**config.mk**
```make
export PLATFORM = sky130hd
export DESIGN_NAME = fsq_top
export DESIGN_NICKNAME = d
export VERILOG_FILES = /design/src/fsq_pkg.sv /design/src/stream_enqueue.sv /design/src/stream_store.sv /design/src/fetch_issue.sv /design/src/stream_commit.sv /design/src/fsq_top.sv
export SDC_FILE = /design/constraint.sdc
export NUM_CORES = 2
export LEC_CHECK = 0
export BUFFER_PORTS_ARGS = -buffer_cell sky130_fd_sc_hd__buf_4
export CAP_MARGIN = 40
export CELL_PAD_IN_SITES_DETAIL_PLACEMENT = 1
export CELL_PAD_IN_SITES_GLOBAL_PLACEMENT = 2
export CORE_AREA = 2 2 381 383
export DETAILED_ROUTE_END_ITERATION = 8
export DIE_AREA = 0 0 383 385
export PLACE_DENSITY = 0.57
export SETUP_SLACK_MARGIN = 0.3
export SLEW_MARGIN = 20
export SYNTH_ARGS = -nofsm -noshare
export SYNTH_HDL_FRONTEND = slang
export SYNTH_SLANG_ARGS = --single-unit
```
**constraint.sdc**
```tcl
create_clock -name clk -period 29.5 [get_ports clk]
set_clock_uncertainty 0.05 [all_clocks]
set_input_delay 5.9 -clock clk [delete_from_list [all_inputs] [get_ports clk]]
set_output_delay 5.9 -clock clk [all_outputs]
set_load 0.02 [all_outputs]
```
**src/fsq_pkg.sv**
```systemverilog
`default_nettype none

package fsq_pkg;

    // instructions per fetch block
    localparam int BLOCK_INST_NUM = 8;

    // backend retire bandwidth
    localparam int COMMIT_WIDTH = 4;

    localparam int VADDR_W = 32;
    localparam int INST_CNT_W = $clog2(BLOCK_INST_NUM);
    localparam int COMMIT_NUM_W = $clog2(COMMIT_WIDTH + 1);

    typedef logic [VADDR_W-1:0] vaddr_t;

    // instructions minus one
    typedef logic [INST_CNT_W-1:0] inst_count_t;

    typedef logic [COMMIT_NUM_W-1:0] commit_num_t;

    typedef struct packed {
        vaddr_t      start_addr;
        inst_count_t size;
        vaddr_t      target;
    } fetch_stream_t;

endpackage

`default_nettype wire

```
**src/stream_enqueue.sv**
```systemverilog
`timescale 1ns/1ps
`default_nettype none

module stream_enqueue #(
    parameter int QUEUE_DEPTH = 8,
    localparam int PTR_W = $clog2(QUEUE_DEPTH) + 1
) (
    input  logic                   clk,
    input  logic                   rst,
    input  logic                   pred_valid,
    input  fsq_pkg::fetch_stream_t pred_stream,
    input  logic                   redirect_valid,
    input  logic [PTR_W-1:0]       redirect_ptr,
    input  fsq_pkg::inst_count_t   redirect_offset,
    input  fsq_pkg::vaddr_t        redirect_target,
    input  fsq_pkg::fetch_stream_t redirect_stream,
    input  logic [PTR_W-1:0]       commit_ptr,
    output logic                   pred_stall,
    output logic [PTR_W-1:0]       tail_ptr,
    output logic                   wr_en,
    output logic [PTR_W-1:0]       wr_ptr,
    output fsq_pkg::fetch_stream_t wr_stream
);
    import fsq_pkg::*;

    fetch_stream_t rewrite_stream;
    logic          full;
    logic          enq;

    // same slot, one lap apart
    assign full = (commit_ptr[PTR_W-2:0] == tail_ptr[PTR_W-2:0]) &&
                  (commit_ptr[PTR_W-1] != tail_ptr[PTR_W-1]);
    assign pred_stall = full;

    // backend redirect owns the write port this cycle
    assign enq = pred_valid & ~full & ~redirect_valid;

    // start address stays, the stream now ends at the mispredicted slot
    always_comb begin
        rewrite_stream = redirect_stream;
        rewrite_stream.size = redirect_offset;
        rewrite_stream.target = redirect_target;
    end

    assign wr_en = enq | redirect_valid;
    assign wr_ptr = redirect_valid ? redirect_ptr : tail_ptr;
    assign wr_stream = redirect_valid ? rewrite_stream : pred_stream;

    always_ff @(posedge clk or posedge rst) begin
        if (rst) begin
            tail_ptr <= '0;
        end else if (redirect_valid) begin
            // younger streams are gone
            tail_ptr <= redirect_ptr + 1'b1;
        end else if (enq) begin
            tail_ptr <= tail_ptr + 1'b1;
        end
    end

    // predictor has to honour the stall, else the stream is lost
    a_no_enq_when_full: assert property (
        @(posedge clk) disable iff (rst)
        pred_valid |-> !full
    ) else $error("stream_enqueue: pred_valid while queue full");

endmodule

`default_nettype wire

```
**src/stream_store.sv**
```systemverilog
`timescale 1ns/1ps
`default_nettype none

module stream_store #(
    parameter int QUEUE_DEPTH = 8,
    localparam int PTR_W = $clog2(QUEUE_DEPTH) + 1
) (
    input  logic                   clk,
    input  logic                   rst,
    input  logic                   wr_en,
    input  logic [PTR_W-1:0]       wr_ptr,
    input  fsq_pkg::fetch_stream_t wr_stream,
    input  logic [PTR_W-1:0]       search_ptr,
    input  logic [PTR_W-1:0]       commit_ptr,
    input  logic [PTR_W-1:0]       redirect_ptr,
    output fsq_pkg::fetch_stream_t search_stream,
    output fsq_pkg::fetch_stream_t commit_stream,
    output fsq_pkg::fetch_stream_t redirect_stream
);
    import fsq_pkg::*;

    localparam int IDX_W = PTR_W - 1;

    fetch_stream_t           entries [QUEUE_DEPTH];
    logic          [IDX_W-1:0] wr_idx;
    logic          [IDX_W-1:0] search_idx;
    logic          [IDX_W-1:0] commit_idx;
    logic          [IDX_W-1:0] redirect_idx;

    // wrap bit only matters for occupancy
    assign wr_idx = wr_ptr[IDX_W-1:0];
    assign search_idx = search_ptr[IDX_W-1:0];
    assign commit_idx = commit_ptr[IDX_W-1:0];
    assign redirect_idx = redirect_ptr[IDX_W-1:0];

    always_ff @(posedge clk or posedge rst) begin
        if (rst) begin
            for (int i = 0; i < QUEUE_DEPTH; i++) begin
                entries[i] <= '0;
            end
        end else if (wr_en) begin
            entries[wr_idx] <= wr_stream;
        end
    end

    // cache, retire and redirect views
    assign search_stream = entries[search_idx];
    assign commit_stream = entries[commit_idx];
    assign redirect_stream = entries[redirect_idx];

endmodule

`default_nettype wire

```
**src/fetch_issue.sv**
```systemverilog
`timescale 1ns/1ps
`default_nettype none

module fetch_issue #(
    parameter int QUEUE_DEPTH = 8,
    localparam int PTR_W = $clog2(QUEUE_DEPTH) + 1
) (
    input  logic                   clk,
    input  logic                   rst,
    input  logic [PTR_W-1:0]       tail_ptr,
    input  fsq_pkg::fetch_stream_t search_stream,
    input  logic                   cache_ready,
    input  logic                   redirect_valid,
    input  logic [PTR_W-1:0]       redirect_ptr,
    input  fsq_pkg::inst_count_t   redirect_offset,
    input  fsq_pkg::vaddr_t        redirect_target,
    input  fsq_pkg::fetch_stream_t redirect_stream,
    output logic [PTR_W-1:0]       search_ptr,
    output logic                   cache_valid,
    output logic [PTR_W-1:0]       cache_ptr,
    output fsq_pkg::fetch_stream_t cache_stream,
    output logic                   squash_valid,
    output fsq_pkg::vaddr_t        squash_start,
    output fsq_pkg::inst_count_t   squash_offset,
    output fsq_pkg::vaddr_t        squash_target
);
    logic cache_fire;

    // streams between search and tail still wait for the cache
    assign cache_valid = (search_ptr != tail_ptr) & ~redirect_valid;
    assign cache_ptr = search_ptr;
    assign cache_stream = search_stream;
    assign cache_fire = cache_valid & cache_ready;

    always_ff @(posedge clk or posedge rst) begin
        if (rst) begin
            search_ptr <= '0;
        end else if (redirect_valid) begin
            search_ptr <= redirect_ptr + 1'b1;
        end else if (cache_fire) begin
            search_ptr <= search_ptr + 1'b1;
        end
    end

    always_ff @(posedge clk or posedge rst) begin
        if (rst) begin
            squash_valid <= 1'b0;
        end else begin
            squash_valid <= redirect_valid;
        end
    end

    // squash report for the predictor
    always_ff @(posedge clk) begin
        if (redirect_valid) begin
            squash_start <= redirect_stream.start_addr;
            squash_offset <= redirect_offset;
            squash_target <= redirect_target;
        end
    end

    // a stalled request holds unless a redirect flushes it
    a_cache_hold: assert property (
        @(posedge clk) disable iff (rst)
        cache_valid && !cache_ready |=> redirect_valid ||
            (cache_valid && $stable(cache_ptr) && $stable(cache_stream))
    ) else $error("fetch_issue: cache request changed while stalled");

endmodule

`default_nettype wire

```
**src/stream_commit.sv**
```systemverilog
`timescale 1ns/1ps
`default_nettype none

module stream_commit #(
    parameter int QUEUE_DEPTH = 8,
    localparam int PTR_W = $clog2(QUEUE_DEPTH) + 1
) (
    input  logic                   clk,
    input  logic                   rst,
    input  fsq_pkg::commit_num_t   commit_num,
    input  logic [PTR_W-1:0]       tail_ptr,
    input  fsq_pkg::fetch_stream_t commit_stream,
    output logic [PTR_W-1:0]       commit_ptr,
    output logic                   update_valid,
    output fsq_pkg::fetch_stream_t update_stream
);
    import fsq_pkg::*;

    // enough for every instruction the queue can hold plus one commit beat
    localparam int ACC_W = $clog2(QUEUE_DEPTH * BLOCK_INST_NUM + COMMIT_WIDTH) + 1;
    localparam int NUM_W = $clog2(BLOCK_INST_NUM) + 1;

    logic [ACC_W-1:0] acc;
    logic [ACC_W:0]   acc_sum;
    logic [NUM_W-1:0] head_num;
    logic             empty;
    logic             retire;

    assign empty = (commit_ptr == tail_ptr);

    // size field is instructions minus one
    assign head_num = {1'b0, commit_stream.size} + 1'b1;

    assign retire = ~empty & (acc >= ACC_W'(head_num));

    always_comb begin
        acc_sum = {1'b0, acc} + (ACC_W + 1)'(commit_num);
        if (retire) begin
            acc_sum = acc_sum - (ACC_W + 1)'(head_num);
        end
    end

    always_ff @(posedge clk or posedge rst) begin
        if (rst) begin
            acc <= '0;
            commit_ptr <= '0;
        end else begin
            acc <= acc_sum[ACC_W-1:0];
            if (retire) begin
                commit_ptr <= commit_ptr + 1'b1;
            end
        end
    end

    always_ff @(posedge clk or posedge rst) begin
        if (rst) begin
            update_valid <= 1'b0;
        end else begin
            update_valid <= retire;
        end
    end

    // training data for the predictor
    always_ff @(posedge clk) begin
        if (retire) begin
            update_stream <= commit_stream;
        end
    end

    // commit may never run past the tail
    a_occupancy: assert property (
        @(posedge clk) disable iff (rst)
        PTR_W'(tail_ptr - commit_ptr) <= PTR_W'(QUEUE_DEPTH)
    ) else $error("stream_commit: commit pointer passed the tail");

    a_acc_range: assert property (
        @(posedge clk) disable iff (rst)
        !acc_sum[ACC_W]
    ) else $error("stream_commit: commit accumulator overflow");

endmodule

`default_nettype wire

```
**src/fsq_top.sv**
```systemverilog
`timescale 1ns/1ps
`default_nettype none

module fsq_top #(
    parameter int QUEUE_DEPTH = 8,
    localparam int PTR_W = $clog2(QUEUE_DEPTH) + 1
) (
    input  logic                   clk,
    input  logic                   rst,
    input  logic                   pred_valid,
    input  fsq_pkg::fetch_stream_t pred_stream,
    output logic                   pred_stall,
    output logic [PTR_W-1:0]       pred_ptr,
    output logic                   cache_valid,
    input  logic                   cache_ready,
    output logic [PTR_W-1:0]       cache_ptr,
    output fsq_pkg::fetch_stream_t cache_stream,
    input  logic                   redirect_valid,
    input  logic [PTR_W-1:0]       redirect_ptr,
    input  fsq_pkg::inst_count_t   redirect_offset,
    input  fsq_pkg::vaddr_t        redirect_target,
    input  fsq_pkg::commit_num_t   commit_num,
    output logic                   squash_valid,
    output fsq_pkg::vaddr_t        squash_start,
    output fsq_pkg::inst_count_t   squash_offset,
    output fsq_pkg::vaddr_t        squash_target,
    output logic                   update_valid,
    output fsq_pkg::fetch_stream_t update_stream
);
    import fsq_pkg::*;

    logic             wr_en;
    logic [PTR_W-1:0] wr_ptr;
    fetch_stream_t    wr_stream;
    logic [PTR_W-1:0] search_ptr;
    logic [PTR_W-1:0] commit_ptr;
    fetch_stream_t    search_stream;
    fetch_stream_t    commit_stream;
    fetch_stream_t    redirect_stream;

    // tail pointer doubles as the id of the next predicted stream
    stream_enqueue #(
        .QUEUE_DEPTH(QUEUE_DEPTH)
    ) u_stream_enqueue (
        .clk            (clk),
        .rst            (rst),
        .pred_valid     (pred_valid),
        .pred_stream    (pred_stream),
        .redirect_valid (redirect_valid),
        .redirect_ptr   (redirect_ptr),
        .redirect_offset(redirect_offset),
        .redirect_target(redirect_target),
        .redirect_stream(redirect_stream),
        .commit_ptr     (commit_ptr),
        .pred_stall     (pred_stall),
        .tail_ptr       (pred_ptr),
        .wr_en          (wr_en),
        .wr_ptr         (wr_ptr),
        .wr_stream      (wr_stream)
    );

    stream_store #(
        .QUEUE_DEPTH(QUEUE_DEPTH)
    ) u_stream_store (
        .clk            (clk),
        .rst            (rst),
        .wr_en          (wr_en),
        .wr_ptr         (wr_ptr),
        .wr_stream      (wr_stream),
        .search_ptr     (search_ptr),
        .commit_ptr     (commit_ptr),
        .redirect_ptr   (redirect_ptr),
        .search_stream  (search_stream),
        .commit_stream  (commit_stream),
        .redirect_stream(redirect_stream)
    );

    fetch_issue #(
        .QUEUE_DEPTH(QUEUE_DEPTH)
    ) u_fetch_issue (
        .clk            (clk),
        .rst            (rst),
        .tail_ptr       (pred_ptr),
        .search_stream  (search_stream),
        .cache_ready    (cache_ready),
        .redirect_valid (redirect_valid),
        .redirect_ptr   (redirect_ptr),
        .redirect_offset(redirect_offset),
        .redirect_target(redirect_target),
        .redirect_stream(redirect_stream),
        .search_ptr     (search_ptr),
        .cache_valid    (cache_valid),
        .cache_ptr      (cache_ptr),
        .cache_stream   (cache_stream),
        .squash_valid   (squash_valid),
        .squash_start   (squash_start),
        .squash_offset  (squash_offset),
        .squash_target  (squash_target)
    );

    stream_commit #(
        .QUEUE_DEPTH(QUEUE_DEPTH)
    ) u_stream_commit (
        .clk          (clk),
        .rst          (rst),
        .commit_num   (commit_num),
        .tail_ptr     (pred_ptr),
        .commit_stream(commit_stream),
        .commit_ptr   (commit_ptr),
        .update_valid (update_valid),
        .update_stream(update_stream)
    );

endmodule

`default_nettype wire

```
### Word level (Yosys, flattened, before mapping)

Cells that the tools add are included.

| operators by class | value |
|---|---|
| $add $sub $neg | 7 |
| order comparisons | 6 |
| eq/ne operators | 4 |
| muxes and demuxes | 19 |
| bitwise operators | 13 |
| reductions and logical operators | 4 |

Operator list:

| kind | count |
|---|---|
| binary-select mux 67 bit (select 3 bit) | 3 |
| bitwise mux 536 bit | 1 |
| two-way mux 67 bit | 8 |
| demux 67 bit (select 3 bit) | 1 |
| adder 4 x 1 -> 4 bit, second input constant | 4 |
| >= comparator 4 bit, second input constant | 4 |
| two-way mux 4 bit | 4 |
| inverter 3 -> 4 bit | 4 |
| adder 8 x 3 -> 8 bit | 1 |
| >= comparator 8 x 4 -> 1 bit | 1 |
| two-way mux 8 bit | 1 |
| subtractor 8 x 4 -> 8 bit | 1 |
| bitwise AND 1 bit | 5 |
| adder 3 x 1 -> 4 bit, second input constant | 1 |
| equality test 4 bit | 1 |
| < comparator 4 x 1 -> 1 bit, second input constant | 1 |
| != test 4 bit | 1 |
| nonzero test 2 bit | 2 |
| equality test 3 bit | 1 |
| two-way mux 3 bit | 1 |
| inverter 1 bit | 3 |
| logical AND 1 bit | 2 |
| != test 1 bit | 1 |
| bitwise OR 1 bit | 1 |

| storage, ports and cells | value |
|---|---|
| flip-flop bits (word level) | 692 |
| input bits | 114 |
| output and inout bits | 213 |

### Depth between registers and ports, before layout

| logic depth | value |
|---|---|
| depth in word-level cells | 8 |
| gate-level depth with buffers | 15 |
| gate-level depth less buffers | 11 |

### Modules after synthesis

From an unflattened synthesis, not the netlist that was laid out.

| second synthesis, totals | value |
|---|---|
| cells, all modules | 2304 |
| area total of the unflattened synthesis | 39140.0 µm² |

By module, submodules not included:

| module | times used | cells each | area each (µm²) |
|---|---|---|---|
| stream_store | 1 | 1852 | 32004.4 |
| stream_commit | 1 | 176 | 3089.2 |
| fetch_issue | 1 | 173 | 2922.8 |
| stream_enqueue | 1 | 103 | 1123.6 |

### Least setup slack after synthesis

No wires, ideal clock.

| path | value |
|---|---|
| path kind | input-to-output |
| start point | input port redirect_valid |
| end point | output port cache_valid |
| arrival time | 6.751 ns |
| required time | 23.550 ns |
| path slack | 16.799 ns |
| cell stages on the path | 4 |
| cells stage by stage | clkbuf_1 -> inv_2 -> clkbuf_1 -> and2_1 |

| between the ends | value |
|---|---|
| cells in the longest elaborated chain, start to end | 2 |

RTL lines:

| what | RTL line | text |
|---|---|---|
| from (decl) | fsq_top.sv:18 | `input logic redirect_valid,` |
| inverter 1 bit | fetch_issue.sv:30 | `assign cache_valid = (search_ptr != tail_ptr) & ~redirect_valid;` |
| bitwise AND 1 bit | fetch_issue.sv:30 |  |
| to (decl) | fsq_top.sv:14 | `output logic cache_valid,` |

Every way passes these cells.

### Worst setup path after layout

Ends and elaborated chain as after synthesis.

==> impl_metrics.toml <==
[sta]
timing.setup.tns_ns = 0
slew_headroom = 0.3988
drv_slew = 0
setup_viol = 0
rsz0062_at_grt = "false"
fin_crit_ns = 12.74
tightest_slew_ns = 0.9018
finalHoldViolations = 0
clock.fmax_mhz = 78.48
layout_worst_path_cycle_share = 0.4319

[drt]
drt-total-wl_um = 120800
ant_nets = 0
top_layer_used = "met5"
avgViaCountPerCell = 4.916
drtIter0Drc = 999
drc = 0
wl_met1_um = 51320
dr_wl_met2_um = 61160
vias = 23490
wl_met3_um = 5225
wire_per_inst_um = 25.29
dr.pass1.iters = 4

[worst_setup_path]
crit_fanout = 41
cp.required_ns = 23.55
arrival_ns = 6.79
crit_type = "input port to output pin"
critPathLaunchType = "input port"
end_kind = "output pin"

[placement]
gp_congestion = 0.7168
hpwl_um = 76540
port_buffers = 326
dp.cells = 4597

[die]
row_count = 139
dieArea_mm2 = 0.1475
die_y_um = 385
top_level_ports = 327
initial_core_util = 0.2491
core-area_mm2 = 0.1431
fp.dieW_um = 383

[pwr]
power_frac_comb = 0.439
seqPwrFrac = 0.355
p_leak_uw = 0.01774
clockPowerShare = 0.206
p_switching_uw = 1930
peakVddDrop_uv = 66.75
p_int_uw = 3336
swShare = 0.3665
power.density_mw_per_mm2 = 120.8

[synthesis]
synth_most_common_cell = "dfrtp_1"
syn_inst = 2508
netlist_top_cells_area = "dfrtp_1 39%, mux4_2 21%, mux2_2 13%"
synthTopCellsByCount = "558 x dfrtp_1, 423 x mux2_2, 330 x mux4_2, 264 x nand2_1, 248 x o21ai_0"
synth_area_mm2 = 0.03566
ys_ff_latch = 692
syn-num-nets = 2639
yosysUniqueCellTypes = 49
yosysSeqAreaShare = 0.5044
ys.flop_type = "dfrtp_1"
synth_warnings = 0
async_flop_share = 0.8064
synth-edff-count = 134
yosysTopAreaCell = "dfrtp_1"
syn_area_per_cell_um2 = 14.22
yosysTopAreaCellShare = 0.3916

[global_routing]
grt_pass1_wl_um = 180000
grt_max_degree = 94
grt_pass1_vias = 26590
antenna_found_initial = 3
grt-ovfl-total = 0
grt_usage = 0.1647

[finish]
nets = 2927
drive_above_1_share = 0.4762
stdcell_count = 4779
utilization = 0.3045
fillerInstances = 15130
syn_to_final_growth_pct = 22.21

[cts]
post_cts_resized = 0
numCtsBuffers = 89
clkSinkCount = 692
path_clk_slew_ns = 0.05
ctsHoldBuffers = 0
cts_max_level = 3
root_buffer = "clkbuf_16"
cts_setup_buffers = 0
clockBufferDepth = 3
cts_tree = "built"
clkLatencyLatePin_ns = 0.70

[job]
max_cap_viol_count = 0

[min_path]
hold_path.class = "flop to flop"

[outcome]
status = "complete, no violations"
[cells by family (layout without fill, tap and decap cells)]
kind of cell	count (synthesis)	in the layout	share of synthesized area
multiplexers	795	795	0.3539
flip-flops	692	692	0.5044
AND/OR/NAND/NOR	444	444	0.05365
AO/OA/AOI/OAI	317	317	0.04628
buffers and inverters	213	578	0.02803
XOR/XNOR	30	30	0.007368
adder cells (fa/ha/maj)	17	17	0.006386
other	0	3	0
[critical path: stages]
cell and delay [ns]:
clkbuf_8 0.36, inv_2 0.10, and2_1 0.20, buf_4 0.18
[final timing paths]
path,to,from,cells after the start,slack (ns)
max,cache_valid,redirect_valid,4,16.76
min,u_stream_store.entries[274]$_DFFE_PP0P_,u_stream_store.entries[274]$_DFFE_PP0P_,2,0.45
max reg2reg,u_stream_commit.acc[1]$_DFF_PP0_,u_stream_commit.commit_ptr[1]$_DFFE_PP0P_,14,24.35
min reg2reg,u_stream_store.entries[274]$_DFFE_PP0P_,u_stream_store.entries[274]$_DFFE_PP0P_,2,0.45
max in group asynchronous,u_stream_store.entries[453]$_DFFE_PP0P_,rst,8,21.35
min in group asynchronous,u_stream_store.entries[149]$_DFFE_PP0P_,rst,2,5.11
[state kept, by name, indices dropped and copies added (netlist names)]
name / count
u_stream_commit.commit_ptr: 4
u_fetch_issue.cache_ptr: 4
u_stream_commit.acc: 8
u_stream_commit.update_stream: 67
u_fetch_issue.squash_start: 32
u_stream_enqueue.tail_ptr: 4
u_fetch_issue.squash_valid: 1
u_fetch_issue.squash_offset: 3
u_stream_store.entries: 536
u_stream_commit.update_valid: 1
u_fetch_issue.squash_target: 32
[final cells by class]
class / count / area, um2 / area share
Sequential cell: 692 / 18010 / 0.4133
Inverter: 9 / 41.29 / 0.0009474
Clock buffer: 133 / 2605 / 0.05977
Antenna cell: 3 / 7.507 / 0.0001723
Timing Repair Buffer: 401 / 3495 / 0.08019
Clock inverter: 35 / 304.0 / 0.006977
Multi-Input combinational cell: 1603 / 16740 / 0.3841
Tap cell: 1903 / 2381 / 0.05464
[metrics by stage]
stage	hold WS, ns	power, uW	cell area [um2]	worst slack [ns]
floorplan	0.4109	3353	35660	7.946
global placement	0.4227	4080	39930	16.75
detailed placement	0.4367	4233	40450	16.74
CTS	0.4471	5355	43360	16.73
global route	0.4738	5611	43570	16.70
finish	0.4484	5266	43580	16.76
[power by group through the flow]
stage,logic [uW],clock network [uW],registers (uW)
floorplan,1560,0,1800
global placement,2230,0,1850
detailed placement,2340,0,1890
CTS,2350,1130,1880
global route,2510,1160,1930
finish,2310,1080,1870
[routing by layer]
layer | global-route usage | vias up
met5 | 0 | -
met4 | 0.05461 | 4
met3 | 0.02963 | 179
met2 | 0.2853 | 503
met1 | 0.2070 | 12760
li1 | - | 10050
[cell usage in the layout (no fill, tap or decap), types with 4 or more instances in the layout]
cell type,n
o21ai_0,248
nand3_1,9
ha_1,15
nand4_1,5
and2_1,7
nor2_1,83
dfrtp_4,6
edfxtp_1,134
a21o_1,4
nor2b_1,5
inv_6,4
clkbuf_1,25
o21ai_4,4
buf_16,12
nand2_4,4
inv_1,7
dfrtp_1,552
mux2_2,423
buf_12,19
clkinv_2,17
nand2_1,260
mux4_2,330
xor2_1,10
mux2i_1,41
clkinv_1,6
clkbuf_16,91
a21oi_1,44
xnor2_1,20
buf_4,366
clkbuf_8,18
nor2_2,56
(Power assumes the default switching activity.)
